[src/uart_pkg.sv]
// shared types, opcodes, frame lengths and controller states for the uart link
package uart_pkg;

  // ================================================
  // basic widths
  // ================================================
  typedef logic [7:0]  byte_t;  // one uart data byte
  typedef logic [79:0] frame_t; // result frame, header in [79:72]
  typedef logic [3:0]  len_t;   // bytes left in a frame

  // command handed to the sensor core
  typedef struct packed {
    byte_t opcode; // host command char
    byte_t addr;   // register address, zero for run/stop
  } cmd_t;

  // ================================================
  // host command bytes
  // ================================================
  localparam byte_t OP_RUN    = 8'h52; // 'R'
  localparam byte_t OP_STOP   = 8'h53; // 'S'
  localparam byte_t OP_MPR_RD = 8'h6D; // 'm', address byte follows
  localparam byte_t OP_ADS_RD = 8'h61; // 'a', address byte follows

  // result frame headers from the core
  localparam byte_t HDR_MPR_DATA = 8'hBB;
  localparam byte_t HDR_ADS_DATA = 8'hAA;
  // register-read replies reuse OP_MPR_RD / OP_ADS_RD as header

  // ================================================
  // bytes sent per frame class
  // ================================================
  localparam len_t LEN_SHORT = 4'd3;  // mpr data and register replies
  localparam len_t LEN_LONG  = 4'd10; // full ads data frame

  // controller FSM
  typedef enum logic [2:0] {
    IDLE,        // waiting for host byte or core frame
    RX_ADDR,     // read-register opcode held, waiting for address
    TX_CLASSIFY, // frame latched, header being decoded
    TX_LOAD,     // top byte handed to the transmitter
    TX_WAIT      // byte on the line, waiting for done
  } ctrl_state_e;

endpackage

[src/uart_controller.sv]
// command decoder for host bytes and byte sequencer for core result frames
`timescale 1ns/1ps

module uart_controller import uart_pkg::*; (
  input  logic   i_CLK,
  input  logic   i_RST,
  input  logic   i_core_busy, // core running, selects accept rules
  // receiver side
  input  byte_t  i_rx_byte,
  input  logic   i_rx_strobe,
  // frame from the core
  input  frame_t i_tx_frame,
  input  logic   i_tx_valid,
  output logic   o_tx_ready,
  // command to the core
  output cmd_t   o_cmd,
  output logic   o_cmd_valid,
  // transmitter side
  output byte_t  o_tx_byte,
  output logic   o_tx_start,
  input  logic   i_tx_done
);

  ctrl_state_e r_state;
  ctrl_state_e w_next;
  logic        r_ready;  // idle and able to take a frame
  byte_t       r_opcode; // read opcode waiting for its address
  frame_t      r_frame;  // frame being sent, top byte first
  len_t        r_count;  // bytes still to send
  len_t        w_len;    // byte count from header, zero drops

  logic w_hs;         // frame handshake this cycle
  logic w_take_one;   // accepted single-byte command
  logic w_take_rd;    // accepted read opcode
  logic w_take_addr;  // address byte of a read
  logic w_last_done;  // last byte of the frame finished

  // ================================================
  // host byte decode
  // ================================================
  always_comb begin
    w_take_one = 1'b0;
    w_take_rd  = 1'b0;
    if (r_state == IDLE && i_rx_strobe) begin
      if (i_core_busy) begin
        w_take_one = (i_rx_byte == OP_STOP); // only stop while busy
      end else begin
        w_take_one = (i_rx_byte == OP_RUN);
        w_take_rd  = (i_rx_byte == OP_MPR_RD) || (i_rx_byte == OP_ADS_RD);
      end
    end
  end

  assign w_take_addr = (r_state == RX_ADDR) && i_rx_strobe;

  // host byte beats a frame in the same cycle
  assign o_tx_ready = r_ready && !i_rx_strobe;
  assign w_hs       = o_tx_ready && i_tx_valid;

  // header -> byte count
  always_comb begin
    case (r_frame[79:72])
      HDR_ADS_DATA:                       w_len = LEN_LONG;
      HDR_MPR_DATA, OP_MPR_RD, OP_ADS_RD: w_len = LEN_SHORT;
      default:                            w_len = '0; // unknown, drop
    endcase
  end

  assign w_last_done = (r_state == TX_WAIT) && i_tx_done && (r_count == len_t'(1));

  // transmitter gets the top byte while loading
  assign o_tx_start = (r_state == TX_LOAD);
  assign o_tx_byte  = r_frame[79:72];

  // ================================================
  // next state
  // ================================================
  always_comb begin
    w_next = r_state;
    case (r_state)
      IDLE: begin
        if (i_rx_strobe) begin
          if (w_take_rd) w_next = RX_ADDR; // else stays idle
        end else if (w_hs) begin
          w_next = TX_CLASSIFY;
        end
      end
      RX_ADDR:     if (i_rx_strobe) w_next = IDLE;
      TX_CLASSIFY: w_next = (w_len == '0) ? IDLE : TX_LOAD;
      TX_LOAD:     w_next = TX_WAIT; // one start pulse per byte
      TX_WAIT: begin
        if (i_tx_done) w_next = w_last_done ? IDLE : TX_LOAD;
      end
      default:     w_next = IDLE;
    endcase
  end

  // ================================================
  // control registers
  // ================================================
  always_ff @(posedge i_CLK or posedge i_RST) begin
    if (i_RST) begin
      r_state     <= IDLE;
      r_ready     <= 1'b0;
      r_count     <= '0;
      o_cmd_valid <= 1'b0;
    end else begin
      r_state     <= w_next;
      r_ready     <= (w_next == IDLE); // rises again at end of frame
      o_cmd_valid <= w_take_one || w_take_addr;
      if (r_state == TX_CLASSIFY)           r_count <= w_len;
      else if (r_state == TX_WAIT && i_tx_done) r_count <= r_count - 1'b1;
    end
  end

  // payload, held between strobes
  always_ff @(posedge i_CLK) begin
    if (w_take_one) begin
      o_cmd.opcode <= i_rx_byte;
      o_cmd.addr   <= '0; // run/stop carry no address
    end
    if (w_take_rd) r_opcode <= i_rx_byte;
    if (w_take_addr) begin
      o_cmd.opcode <= r_opcode;
      o_cmd.addr   <= i_rx_byte;
    end
    if (w_hs) begin
      r_frame <= i_tx_frame;
    end else if (r_state == TX_WAIT && i_tx_done) begin
      r_frame <= {r_frame[71:0], 8'h00}; // next byte to the top
    end
  end

endmodule

[src/uart_link_top.sv]
// top level, receiver and transmitter around the command controller
`timescale 1ns/1ps

module uart_link_top import uart_pkg::*; #(
  parameter int CLKS_PER_BIT = 217 // 25 MHz / 115200 baud
) (
  input  logic   i_CLK,
  input  logic   i_RST,
  input  logic   i_uart_rxd,  // from host
  output logic   o_uart_txd,  // to host
  input  logic   i_core_busy,
  input  frame_t i_tx_frame,
  input  logic   i_tx_valid,
  output logic   o_tx_ready,
  output cmd_t   o_cmd,
  output logic   o_cmd_valid
);

  byte_t rx_byte;
  logic  rx_strobe;
  byte_t tx_byte;
  logic  tx_start;
  logic  tx_done;

  // ================================================
  // serial in, control, serial out
  // ================================================
  uart_rx #(.CLKS_PER_BIT(CLKS_PER_BIT)) i_uart_rx (
    .i_CLK(i_CLK), .i_RST(i_RST), .i_rxd(i_uart_rxd),
    .o_byte(rx_byte), .o_strobe(rx_strobe)
  );

  uart_controller i_uart_controller (
    .i_CLK(i_CLK), .i_RST(i_RST), .i_core_busy(i_core_busy),
    .i_rx_byte(rx_byte), .i_rx_strobe(rx_strobe),
    .i_tx_frame(i_tx_frame), .i_tx_valid(i_tx_valid), .o_tx_ready(o_tx_ready),
    .o_cmd(o_cmd), .o_cmd_valid(o_cmd_valid),
    .o_tx_byte(tx_byte), .o_tx_start(tx_start), .i_tx_done(tx_done)
  );

  uart_tx #(.CLKS_PER_BIT(CLKS_PER_BIT)) i_uart_tx (
    .i_CLK(i_CLK), .i_RST(i_RST), .i_start(tx_start), .i_byte(tx_byte),
    .o_txd(o_uart_txd), .o_done(tx_done)
  );

endmodule

[src/uart_rx.sv]
// 8N1 uart receiver with oversampling counter and glitch-filtered start bit
`timescale 1ns/1ps

module uart_rx import uart_pkg::*; #(
  parameter int CLKS_PER_BIT = 217 // clocks per serial bit
) (
  input  logic  i_CLK,
  input  logic  i_RST,
  input  logic  i_rxd,    // serial line, idle high
  output byte_t o_byte,   // valid while o_strobe is high
  output logic  o_strobe  // one cycle per good frame
);

  localparam int CNT_W = $clog2(CLKS_PER_BIT);
  localparam logic [CNT_W-1:0] CNT_LAST = CNT_W'(CLKS_PER_BIT - 1);
  localparam logic [CNT_W-1:0] CNT_MID  = CNT_W'(CLKS_PER_BIT / 2 - 1); // half a bit

  typedef enum logic [1:0] {RX_IDLE, RX_START, RX_DATA, RX_STOP} rx_state_e;

  logic             r_meta;  // first sync stage
  logic             r_sync;  // synchronized line
  rx_state_e        r_state;
  logic [CNT_W-1:0] r_cnt;   // clocks within the current bit
  logic [2:0]       r_idx;   // data bit number
  byte_t            r_shift; // data bits, lsb arrives first

  // ================================================
  // line synchronizer
  // ================================================
  always_ff @(posedge i_CLK or posedge i_RST) begin
    if (i_RST) begin
      r_meta <= 1'b1; // idle level
      r_sync <= 1'b1;
    end else begin
      r_meta <= i_rxd;
      r_sync <= r_meta;
    end
  end

  // ================================================
  // frame FSM
  // ================================================
  always_ff @(posedge i_CLK or posedge i_RST) begin
    if (i_RST) begin
      r_state  <= RX_IDLE;
      r_cnt    <= '0;
      r_idx    <= '0;
      o_strobe <= 1'b0;
    end else begin
      o_strobe <= 1'b0; // single cycle pulse
      case (r_state)
        RX_IDLE: begin
          r_cnt <= '0;
          if (!r_sync) r_state <= RX_START; // falling edge seen
        end
        RX_START: begin
          if (r_sync) begin
            r_state <= RX_IDLE; // too short, glitch
          end else if (r_cnt == CNT_MID) begin
            r_cnt   <= '0; // now in middle of start bit
            r_idx   <= '0;
            r_state <= RX_DATA;
          end else begin
            r_cnt <= r_cnt + 1'b1;
          end
        end
        RX_DATA: begin
          if (r_cnt == CNT_LAST) begin
            r_cnt <= '0;
            if (r_idx == 3'd7) r_state <= RX_STOP;
            else               r_idx   <= r_idx + 1'b1;
          end else begin
            r_cnt <= r_cnt + 1'b1;
          end
        end
        RX_STOP: begin
          if (r_cnt == CNT_LAST) begin
            r_state  <= RX_IDLE;
            o_strobe <= r_sync; // bad stop level drops the byte
          end else begin
            r_cnt <= r_cnt + 1'b1;
          end
        end
        default: r_state <= RX_IDLE;
      endcase
    end
  end

  // data path, sampled mid-bit
  always_ff @(posedge i_CLK) begin
    if (r_state == RX_DATA && r_cnt == CNT_LAST) r_shift <= {r_sync, r_shift[7:1]};
    if (r_state == RX_STOP && r_cnt == CNT_LAST && r_sync) o_byte <= r_shift;
  end

endmodule

[src/uart_tx.sv]
// 8N1 uart transmitter, one done pulse per byte sent
`timescale 1ns/1ps

module uart_tx import uart_pkg::*; #(
  parameter int CLKS_PER_BIT = 217 // clocks per serial bit
) (
  input  logic  i_CLK,
  input  logic  i_RST,
  input  logic  i_start, // load i_byte, ignored while busy
  input  byte_t i_byte,
  output logic  o_txd,   // serial line, idle high
  output logic  o_done   // end of stop bit
);

  localparam int CNT_W = $clog2(CLKS_PER_BIT);
  localparam logic [CNT_W-1:0] CNT_LAST = CNT_W'(CLKS_PER_BIT - 1);
  localparam logic [3:0]       BIT_LAST = 4'd9; // start + 8 data + stop

  logic             r_busy;
  logic [CNT_W-1:0] r_cnt;   // clocks within the current bit
  logic [3:0]       r_idx;   // bit number on the line
  logic [9:0]       r_shift; // {stop, data, start}, bit 0 on the line

  assign o_txd = r_shift[0]; // straight from a flop, no glitches

  // ================================================
  // bit sequencer
  // ================================================
  always_ff @(posedge i_CLK or posedge i_RST) begin
    if (i_RST) begin
      r_busy  <= 1'b0;
      r_cnt   <= '0;
      r_idx   <= '0;
      r_shift <= '1; // line high out of reset
      o_done  <= 1'b0;
    end else begin
      o_done <= 1'b0;
      if (!r_busy) begin
        if (i_start) begin
          r_busy  <= 1'b1;
          r_cnt   <= '0;
          r_idx   <= '0;
          r_shift <= {1'b1, i_byte, 1'b0}; // start bit goes out next cycle
        end
      end else if (r_cnt == CNT_LAST) begin
        r_cnt   <= '0;
        r_shift <= {1'b1, r_shift[9:1]}; // refill with idle level
        if (r_idx == BIT_LAST) begin
          r_busy <= 1'b0; // stop bit finished
          o_done <= 1'b1;
        end else begin
          r_idx <= r_idx + 1'b1;
        end
      end else begin
        r_cnt <= r_cnt + 1'b1;
      end
    end
  end

  // busy window covers exactly 10 bit periods per byte

endmodule
[config.mk]
export PLATFORM = sky130hd
export DESIGN_NAME = uart_link_top
export DESIGN_NICKNAME = d
export VERILOG_FILES = /design/src/uart_pkg.sv /design/src/uart_controller.sv /design/src/uart_link_top.sv /design/src/uart_rx.sv /design/src/uart_tx.sv
export SDC_FILE = /design/constraint.sdc
export NUM_CORES = 1
export LEC_CHECK = 0
export BUFFER_PORTS_ARGS = -buffer_cell sky130_fd_sc_hd__buf_4
export CAP_MARGIN = 20
export CORE_ASPECT_RATIO = 0.8
export CORE_MARGIN = 5
export CORE_UTILIZATION = 44
export CTS_CLUSTER_DIAMETER = 40
export DETAILED_ROUTE_END_ITERATION = 16
export PLACE_DENSITY_LB_ADDON = 0.2
export SETUP_SLACK_MARGIN = 0.1
export SLEW_MARGIN = 0
export SYNTH_ARGS = -nofsm -noshare
export SYNTH_HDL_FRONTEND = slang
export SYNTH_HIERARCHICAL = 1
export SYNTH_SLANG_ARGS = --single-unit
export TNS_END_PERCENT = 10
[constraint.sdc]
create_clock -name i_CLK -period 6.7 [get_ports i_CLK]
set_input_delay 1.34 -clock i_CLK [delete_from_list [all_inputs] [get_ports i_CLK]]
set_output_delay 1.34 -clock i_CLK [all_outputs]
set_load 0.01 [all_outputs]
==> results.yml, run 1 <==
drt:
  routedWlPerCell_um: 15.1
  drtIter0Drc: 316
  first_pass_iters: 5
  drc: 0
  avgViaCountPerCell: 5.07
  ant_nets: 0
  routed_wl_um: 15300
  vias: 5136
power_and_ir_drop:
  pwr-share-seq: 0.520
  pwr-share-comb: 0.028
  netSwitchingPower_w: 0.000467
  ir_drop_mv: 0.151
  internal_power_w: 0.00167
  p_clk_frac: 0.452
  power_leakage_nw: 3.60
  switching_share: 0.218
  p_per_area_nw_per_um2: 232
  finalPower_w: 0.00214
yosys:
  ys_seq_area_frac: 0.624
  synthCells: 681
  avgSynthCellArea_um2: 11.3
  ys_types: 69
  syn_nets: 776
  synth-seq-cells: 168
  synth_warnings: 6
  async_reset_ff_frac: 0.286
  syn_area_um2: 7720
  synth_edf_count: 120
  synthFlopType: "edfxtp_1"
die:
  io_pins: 104
  start_util: 0.447
  core.rowCount: 43
  die_h_um: 128
  die_area_um2: 20300
  core_area_um2: 17300
  die_x_um: 158
sta:
  slew-limit-headroom: 0.298
  fmaxAchievable_mhz: 343
  rsz0062_at_grt: "no"
  period_needed_ns: 2.91
  fin_tns_setup_ns: 0
  finalSetupViolations: 0
  period_share: 0.435
  maxSlewViolCount: 0
  fin_skew_ns: 0.00786
  tightestPinTransition_ns: 1.05
  hold_violations: 0
cells_and_area:
  multi_input_area_um2: 2660
  antennaDiodeCount: 0
  num-fill-cells: 1484
  final_cell_mix: "241 x nand2_1, 120 x edfxtp_1, 107 x buf_4, 37 x dfrtp_1, 22 x mux2_2"
  area_growth_pct: 19.5
  drive_above_1_share: 0.263
  seqCellArea_um2: 4820
  layout_commonest_cell: "nand2_1"
  nets: 870
clock_network:
  cts_root_buffer: "clkbuf_16"
  cts_tree: "done"
  cts_hold_buf: 0
  clock_sinks: 168
  cts_buffers: 17
  cts.htree.levels: 4
  cts_setup_buffers: 0
  cts_resized: 0
  clkTransAtPathRegs_ns: 0.07
  clock_path_buffers: 2
  clock_insertion_delay_worst_skew_ns: 0.43
setup_path:
  start_kind: "input pin"
  rrSetupSlack_ns: 4.20
  end_kind: "flip-flop"
  r2r.worst_path.cells: 4
  critical_path_required_ns: 6.64
  r2r_start: "i_uart_controller/r_ready$_DFF_PP0_"
  crit_arrival_ns: 2.85
  cp_max_fo: 80
  r2r_end: "i_uart_controller/r_frame[12]$_DFFE_PP_"
  path_class: "in -> reg"
global_routing:
  grt_pass1_vias: 5115
  antenna_found_initial: 0
  grt_overflow: 0
  grt_first_pass_wirelength_um: 25100
  grtUsageTotal: 0.155
  grt_max_degree: 81
place:
  hpwl_um: 10500
  gp_congestion: 0.772
  io_buffers: 103
min_path:
  holdPathEnd: "i_uart_rx/r_sync$_DFF_PP1_"
  whs_path_depth: 0
  min_from: "i_uart_rx/r_meta$_DFF_PP1_"
  hold_path.class: "reg -> reg"
status:
  status: "finished clean"
job:
  drv_cap: 0
power by group through the flow:
| stage | sequential, W | combinational, W | clock (W) |
|---|---|---|---|
| finish | 0.00111 | 0.0000609 | 0.000966 |
| global route | 0.00111 | 0.0000676 | 0.00104 |
| CTS | 0.00111 | 0.0000620 | 0.000990 |
| global placement | 0.00113 | 0.0000606 | 0 |
| detailed placement | 0.00113 | 0.0000618 | 0 |
| floorplan | 0.00113 | 0.0000195 | 0 |
final cells by class:
class,instances,share of cell area
multi-input combinational,461,0.288
inverter,19,0.00774
timing repair buffer,108,0.0879
clock buffer,17,0.0461
sequential,168,0.523
tap,225,0.0305
clock inverter,15,0.0170
cell usage after synthesis (7+ instances only):
master / instances / share of area
nand3_1: 19 / 0.012
buf_4: 11 / 0.011
and2_2: 8 / 0.0078
edfxtp_1: 120 / 0.47
nand2_1: 243 / 0.12
mux2_2: 22 / 0.032
nand2b_1: 8 / 0.0065
and2_1: 10 / 0.0081
nor3_1: 11 / 0.0071
dfstp_2: 11 / 0.037
xnor2_1: 7 / 0.0079
o21ai_0: 15 / 0.0097
inv_1: 19 / 0.0092
ha_1: 10 / 0.016
dfrtp_1: 37 / 0.12
nor2_1: 15 / 0.0073
clkbuf_1: 17 / 0.0083
worst max-delay path, stage by stage:
cell and delay [ns]:
buf_4 0.12, nand2_2 0.04, buf_4 0.56, nand2_4 0.72
worst max-delay path by stage:
stage	from	end	slack (ns)	cells after the start
after floorplan	i_tx_valid	i_uart_controller/r_frame[0]$_SDFFCE_PN0P_	2.72	3
after global placement	i_tx_valid	i_uart_controller/r_frame[23]$_DFFE_PP_	3.36	4
after detailed placement	i_tx_valid	i_uart_controller/r_frame[23]$_DFFE_PP_	3.32	4
after CTS	i_tx_valid	i_uart_controller/r_frame[19]$_DFFE_PP_	3.78	4
after global routing	i_tx_valid	i_uart_controller/r_frame[26]$_DFFE_PP_	3.62	4
final	i_tx_valid	i_uart_controller/r_frame[12]$_DFFE_PP_	3.79	4
state kept, by name, indices dropped and copies added, names as in the netlist, named ones only:
signal	flops
i_uart_tx/r_shift	9
i_uart_rx/r_idx	3
i_uart_controller/r_frame	80
i_uart_rx/r_sync	1
i_uart_tx/r_busy	1
i_uart_rx/r_shift	8
i_uart_tx/r_idx	4
i_uart_controller/o_cmd_valid	1
i_uart_tx/o_done	1
i_uart_tx/r_cnt	8
i_uart_rx/o_byte	8
i_uart_controller/r_count	4
i_uart_rx/r_state	1
i_uart_controller/r_ready	1
i_uart_rx/o_strobe	1
i_uart_controller/o_cmd	16
i_uart_rx/r_cnt	8
i_uart_controller/r_state	3
i_uart_rx/r_meta	1
i_uart_controller/r_opcode	8
through the flow:
stage	utilization	cell area, µm²	std cells	setup WS, ns	hold WS [ns]
global route	0.534	9220	1013	3.62	0.366
CTS	0.533	9210	1012	3.78	0.357
detailed placement	0.500	8630	980	3.32	0.347
finish	0.534	9220	1013	3.79	0.356
global placement	0.500	8630	980	3.36	0.347
floorplan	-	7720	681	2.72	0.345
per-layer routing:
layer  vias to the layer above  share of wire  GRT usage
met1                      2450           0.46      0.218
met5                         -              0          0
met4                         0         0.0085     0.0401
met2                       110           0.48      0.240
li1                       2562              -          -
met3                        14          0.047     0.0444
logic make-up (layout without fill, tap and decap cells):
group                      count (synthesis)  count (layout)  synth area share
AOI/OAI and AO/OA                         55              55            0.0516
xor gates and xnor gates                   9               9            0.0102
adders and majority gates                 10              10            0.0162
buffers and inverters                     52             159            0.0331
DFF                                      168             168             0.624
muxes                                     26              26            0.0379
and+or+nand+nor                          361             361             0.227
(Power assumes the default switching activity.)
==> run 2: changes to the inputs <==
--- a/config.mk
+++ b/config.mk
@@ -5,6 +5,7 @@
 export SDC_FILE = /design/constraint.sdc
 export NUM_CORES = 1
 export LEC_CHECK = 0
+export ABC_AREA = 1
 export BUFFER_PORTS_ARGS = -buffer_cell sky130_fd_sc_hd__buf_4
 export CAP_MARGIN = 20
 export CORE_ASPECT_RATIO = 0.8
==> constraint.sdc (replaced) <==
create_clock -name i_CLK -period 2.7 [get_ports i_CLK]
set_input_delay 0.54 -clock i_CLK [delete_from_list [all_inputs] [get_ports i_CLK]]
set_output_delay 0.54 -clock i_CLK [all_outputs]
set_load 0.01 [all_outputs]
==> results.yml, run 2 <==
status:
  status: "finished clean"
global_routing:
  top_usage_layer: "met2"
  antenna_found_initial: 0
  grtUsageTotal: 0.151
  grtUsageMet1: 0.187
  met2_usage: 0.242
  grt_overflow: 0
  grt_max_degree: 81
  grt_first_pass_wirelength_um: 24000
  grt_pass1_vias: 5054
  grt.met3_usage: 0.0628
die:
  io_pins: 104
  die_h_um: 128
  core.rowCount: 43
  start_util: 0.446
  core_area_um2: 17200
  die_area_um2: 20200
  die_x_um: 158
setup_path:
  r2r.worst_path.cells: 6
  rrSetupSlack_ns: 0.73
  r2r_end: "i_uart_rx/o_byte[5]$_DFFE_PP_"
  path_class: "reg -> reg"
  start_kind: "flip-flop"
  path_cells: "inv_1 > ha_1 > nand2_1 > nor2_1 > nand3_2 > nor2_1"
  cpPeakStageDelay_ns: 0.52
  cp_common_cell: "nor2_1"
  crit_arrival_ns: 2.03
  r2r_start: "i_uart_rx/r_cnt[0]$_DFFE_PP0P_"
  cp_max_fo: 8
  critical_path_required_ns: 2.76
  cpMaxStageDelayCell: "nor2_1"
  end_kind: "flip-flop"
power_and_ir_drop:
  p_per_area_nw_per_um2: 618
  power_leakage_nw: 3.38
  ir_drop_mv: 0.415
place:
  gp_congestion: 0.826
  placedInstanceArea_um2: 8650
  hpwl_um: 10200
  io_buffers: 103
yosys:
  syn_area_um2: 7670
  synth-seq-cells: 168
  synthCells: 660
  ys_types: 34
  synthFlopType: "edfxtp_1"
  ys_seq_area_frac: 0.628
  yosysTopAreaCellShare: 0.470
  async_reset_ff_frac: 0.286
  synth_warnings: 6
  avgSynthCellArea_um2: 11.6
  ys_top_cells_by_area: "edfxtp_1 47%, dfrtp_1 12%, mux2_1 10%"
  synth_edf_count: 120
  syn_nets: 755
  yosys.area.top_type: "edfxtp_1"
  yosysMostFrequentCell: "edfxtp_1"
  yosys-top-cells-count: "120 x edfxtp_1, 111 x nand2_1, 71 x mux2_1"
cells_and_area:
  top_regs: "i_uart_controller/r_frame (80), i_uart_controller/o_cmd (16), i_uart_tx/r_shift (9)"
  layout_commonest_cell: "edfxtp_1"
  final_cell_mix: "120 x edfxtp_1, 110 x nand2_1, 106 x buf_4, 71 x mux2_1, 70 x nor2_1"
  area_growth_pct: 20.4
  drive_above_1_share: 0.237
  regMostFlops: "i_uart_controller/r_frame"
  post-route-cell-area_um2: 9240
  nets: 862
  largest_register_ffs: 80
  antennaDiodeCount: 0
clock_network:
  cts_root_buffer: "clkbuf_16"
  clkTransAtPathRegs_ns: 0.07
  cts_setup_buffers: 0
  cts_resized: 0
  cts_tree: "done"
  cts.htree.levels: 4
  clock_sinks: 168
  clock_insertion_delay_worst_skew_ns: 0.43
  cts_buffers: 17
  cts_hold_buf: 0
  clock_path_buffers: 2
sta:
  slew-limit-headroom: 0.405
  fin_tns_setup_ns: 0
  fin_skew_ns: 0.0122
  maxSlewViolCount: 0
  rsz0062_at_grt: "no"
  fmaxAchievable_mhz: 508
  tightestPinTransition_ns: 0.892
  period_needed_ns: 1.97
  period_share: 0.729
  finalSetupViolations: 0
  hold_ws_ns: 0.110
  hold_violations: 0
drt:
  drc: 0
  routed_wl_um: 14400
  routedWlPerCell_um: 14.3
  ant_nets: 0
  vias: 4940
  first_pass_iters: 4
  avgViaCountPerCell: 4.92
  drtIter0Drc: 294
min_path:
  hold_path.class: "in -> async"
job:
  drv_cap: 0
-- run 2: critical path, delay by kind of cell (launching register included) --
family,cells,cell delay [ns]
DFF,1,0.39
buffers and inverters,1,0.11
adders and majority gates,1,0.17
and+or+nand+nor,4,0.93
-- run 2: cell families after synthesis --
kind of cell / count (synthesis) / synth area share
AOI/OAI and AO/OA: 48 / 0.0329
xor gates and xnor gates: 5 / 0.00571
adders and majority gates: 10 / 0.0163
muxes: 72 / 0.106
and+or+nand+nor: 258 / 0.153
DFF: 168 / 0.628
buffers and inverters: 99 / 0.0579
-- run 2: cell type report --
cell class | instances | area [µm²]
Fill cell | 1472 | 7980
Sequential cell | 168 | 4820
Multi-Input combinational cell | 393 | 2420
Timing Repair Buffer | 108 | 836
Clock buffer | 17 | 425
Inverter | 79 | 297
Tap cell | 225 | 282
Clock inverter | 15 | 164
-- run 2: worst max path at each step --
stage,startpoint,endpoint,slack (ns),cells after the start
after floorplan,i_uart_rx/o_strobe$_DFF_PP0_,i_uart_controller/r_frame[0]$_SDFFCE_PN0P_,0.48,4
after global placement,i_uart_rx/o_strobe$_DFF_PP0_,i_uart_controller/o_cmd[0]$_SDFFCE_PN0P_,0.75,4
after detailed placement,i_uart_rx/o_strobe$_DFF_PP0_,i_uart_controller/o_cmd[7]$_SDFFCE_PN0P_,0.69,4
after CTS,i_uart_rx/o_strobe$_DFF_PP0_,i_uart_controller/o_cmd[15]$_DFFE_PP_,0.68,4
after global routing,i_uart_rx/r_cnt[0]$_DFFE_PP0P_,i_uart_rx/o_byte[6]$_DFFE_PP_,0.57,6
final,i_uart_rx/r_cnt[0]$_DFFE_PP0P_,i_uart_rx/o_byte[5]$_DFFE_PP_,0.73,6
-- run 2: stage by stage --
stage	utilization	power, W	worst slack, ns	instances
3_3_place_gp	0.502	0.00332	0.752	973
4_1_cts	0.537	0.00578	0.677	1005
3_5_place_dp	0.502	0.00334	0.690	973
2_1_floorplan	-	0.00316	0.481	660
6_report	0.537	0.00571	0.731	1005
5_1_grt	0.537	0.00597	0.571	1005
-- run 2: report_power, final --
group / switching [W] / internal [W]
clock network: 0.00103 / 0.00138
registers: 0.0000542 / 0.00278
logic: 0.000271 / 0.000185
total: 0.00136 / 0.00435
-- run 2: layer usage --
| metal | vias to the layer above | part of all wire |
|---|---|---|
| met2 | 97 | 0.49 |
| met1 | 2370 | 0.44 |
| met4 | 0 | 0.011 |
| met5 | - | 0 |
| li1 | 2458 | - |
| met3 | 15 | 0.061 |
==> run 3: changes to the inputs <==
--- a/config.mk
+++ b/config.mk
@@ -5,7 +5,7 @@
 export SDC_FILE = /design/constraint.sdc
 export NUM_CORES = 1
 export LEC_CHECK = 0
-export ABC_AREA = 1
+export ABC_AREA = 0
 export BUFFER_PORTS_ARGS = -buffer_cell sky130_fd_sc_hd__buf_4
 export CAP_MARGIN = 20
 export CORE_ASPECT_RATIO = 0.8
==> constraint.sdc (replaced) <==
create_clock -name i_CLK -period 1.8 [get_ports i_CLK]
set_input_delay 0.36 -clock i_CLK [delete_from_list [all_inputs] [get_ports i_CLK]]
set_output_delay 0.36 -clock i_CLK [all_outputs]
set_load 0.01 [all_outputs]
==> results.yml, run 3 (synthesized netlist as in run 1, its figures left out) <==
job:
  drv_cap: 0
cells_and_area:
  nets: 897
  largest_register_ffs: 80
  seqCellArea_um2: 4820
  top_regs: "i_uart_controller/r_frame (80), i_uart_controller/o_cmd (16), i_uart_tx/r_shift (9)"
  regMostFlops: "i_uart_controller/r_frame"
  drive_above_1_share: 0.317
  post-route-cell-area_um2: 9710
  area_growth_pct: 25.8
  antennaDiodeCount: 0
  multi_input_area_um2: 2830
  num-fill-cells: 1470
  layout_commonest_cell: "nand2_1"
  final_cell_mix: "240 x nand2_1, 124 x buf_4, 120 x edfxtp_1, 32 x dfrtp_1, 22 x mux2_2"
sta:
  hold_violations: 0
  rsz0062_at_grt: "yes"
  fin_skew_ns: 0.00867
  fmaxAchievable_mhz: 600
  slew-limit-headroom: 0.563
  setup_slack_ns: 0.135
  hold_ws_ns: 0.0331
  maxSlewViolCount: 0
  period_needed_ns: 1.67
  period_share: 0.925
  finalSetupViolations: 0
  tightestPinTransition_ns: 0.654
power_and_ir_drop:
  p_clk_frac: 0.454
  netSwitchingPower_w: 0.00171
  switching_share: 0.211
  finalPower_w: 0.00807
  ir_drop_mv: 0.543
  power_leakage_nw: 3.78
  internal_power_w: 0.00637
  pwr-share-comb: 0.034
  pwr-share-seq: 0.511
  p_per_area_nw_per_um2: 832
clock_network:
  cts_buffers: 17
  clock_sinks: 168
  clkTransAtPathRegs_ns: 0.07
  cts.htree.levels: 4
  clock_insertion_delay_worst_skew_ns: 0.43
  clock_path_buffers: 2
  cts_root_buffer: "clkbuf_16"
  cts_tree: "done"
drt:
  ant_nets: 0
  vias: 5329
  routed_wl_um: 16200
  routedWlPerCell_um: 15.6
  drc: 0
  avgViaCountPerCell: 5.12
  first_pass_iters: 4
  drtIter0Drc: 310
status:
  status: "finished clean"
setup_path:
  critical_path_required_ns: 1.94
  cpMaxStageDelayCell: "dfrtp_2"
  cp_max_fo: 8
  r2r.worst_path.cells: 4
  r2r_start: "i_uart_controller/r_state[1]$_DFF_PP0_"
  path_cells: "nor3_4 > nand4b_1 > nor4_4 > buf_6"
  crit_arrival_ns: 1.81
  end_kind: "flip-flop"
  rrSetupSlack_ns: 0.13
  path_buf_inv: 1
  path_class: "reg -> reg"
  cpPeakStageDelay_ns: 0.47
  cp-endpoint: "i_uart_controller/r_opcode[6]$_DFFE_PP_"
  r2r_end: "i_uart_controller/r_opcode[6]$_DFFE_PP_"
  crit_family: "simple AND/OR/NAND/NOR gates"
  startpoint: "i_uart_controller/r_state[1]$_DFF_PP0_"
  worst-path-stages: 4
  start_kind: "flip-flop"
place:
  placedInstanceArea_um2: 8900
  gp_congestion: 0.832
  io_buffers: 103
  hpwl_um: 10900
  place_ws_ns: -0.00937
global_routing:
  grt_overflow: 0
  grt_max_degree: 80
  grtUsageTotal: 0.165
  grt_pass1_vias: 5457
  antenna_found_initial: 1
  grt_first_pass_wirelength_um: 26700
die:
  core_area_um2: 17300
  die_x_um: 158
  die_h_um: 128
  core.rowCount: 43
  start_util: 0.447
  die_area_um2: 20300
  io_pins: 104
min_path:
  hold_path.class: "in -> reg"
  min_from: "i_uart_rxd"
==> run 3: cell count changes in the layout (fill, tap and decap cells not counted), moves of 10 or more <==
cell / change
nand2_1: +130
mux2_1: -71
nor2_1: -56
inv_1: -51
nand3_1: -24
mux2_2: +21
buf_4: +18
o21ai_1: -11
and2_1: +10
==> run 3: routing by layer <==
metal,global-route usage,up-vias,wire length (µm)
li1,-,2602,-
met1,0.214,2603,7120
met2,0.269,92,8110
met3,0.0440,30,664
met4,0.0607,2,274
met5,0,-,13
==> run 3: repair_timing <==
item | CTS | global route
resized for setup | 7 | 22
hold endpoints to repair | 9 | 0
pin swaps | 4 | 11
endpoints found under the setup margin | 50 | 64
hold buffers | 1 | 0
setup buffers | 7 | 1
==> run 3: through the flow <==
step,cells,TNS [ns],util
2_1_floorplan,681,0,-
3_3_place_gp,999,0,0.515
3_5_place_dp,999,-0.0737,0.515
4_1_cts,1039,0,0.556
5_1_grt,1040,0,0.562
6_report,1040,0,0.562
==> run 3: area by class of cell <==
type	count	area share
Sequential cell	168	0.497
Multi-Input combinational cell	461	0.292
Timing Repair Buffer	135	0.114
Clock buffer	18	0.0442
Tap cell	225	0.0290
Clock inverter	14	0.0169
Inverter	19	0.00735
==> run 3: worst reg2reg max path, delay by kind of cell (launching register included) <==
kind	cells	cell delay [ns]
buf+inv	1	0.18
simple gates	3	0.74
flops	1	0.47
==> run 3: worst min-delay path by stage <==
stage                                                    to  slack, ns  cells after the start
floorplan           i_uart_controller/o_cmd_valid$_DFF_PP0_       0.19                      1
global placement                 i_uart_rx/r_sync$_DFF_PP1_       0.35                      0
detailed placement               i_uart_rx/r_sync$_DFF_PP1_       0.35                      0
CTS                              i_uart_rx/r_meta$_DFF_PP1_       0.01                      1
global route                     i_uart_rx/r_meta$_DFF_PP1_       0.02                      1
finish                           i_uart_rx/r_meta$_DFF_PP1_       0.03                      1
==> run 3: power by group through the flow <==
stage / registers (W) / logic [W] / clock network (W)
after global placement: 0.00421 / 0.000250 / 0
after global routing: 0.00413 / 0.000300 / 0.00393
after CTS: 0.00413 / 0.000274 / 0.00377
after floorplan: 0.00421 / 0.0000736 / 0
after detailed placement: 0.00421 / 0.000256 / 0
final: 0.00413 / 0.000275 / 0.00367
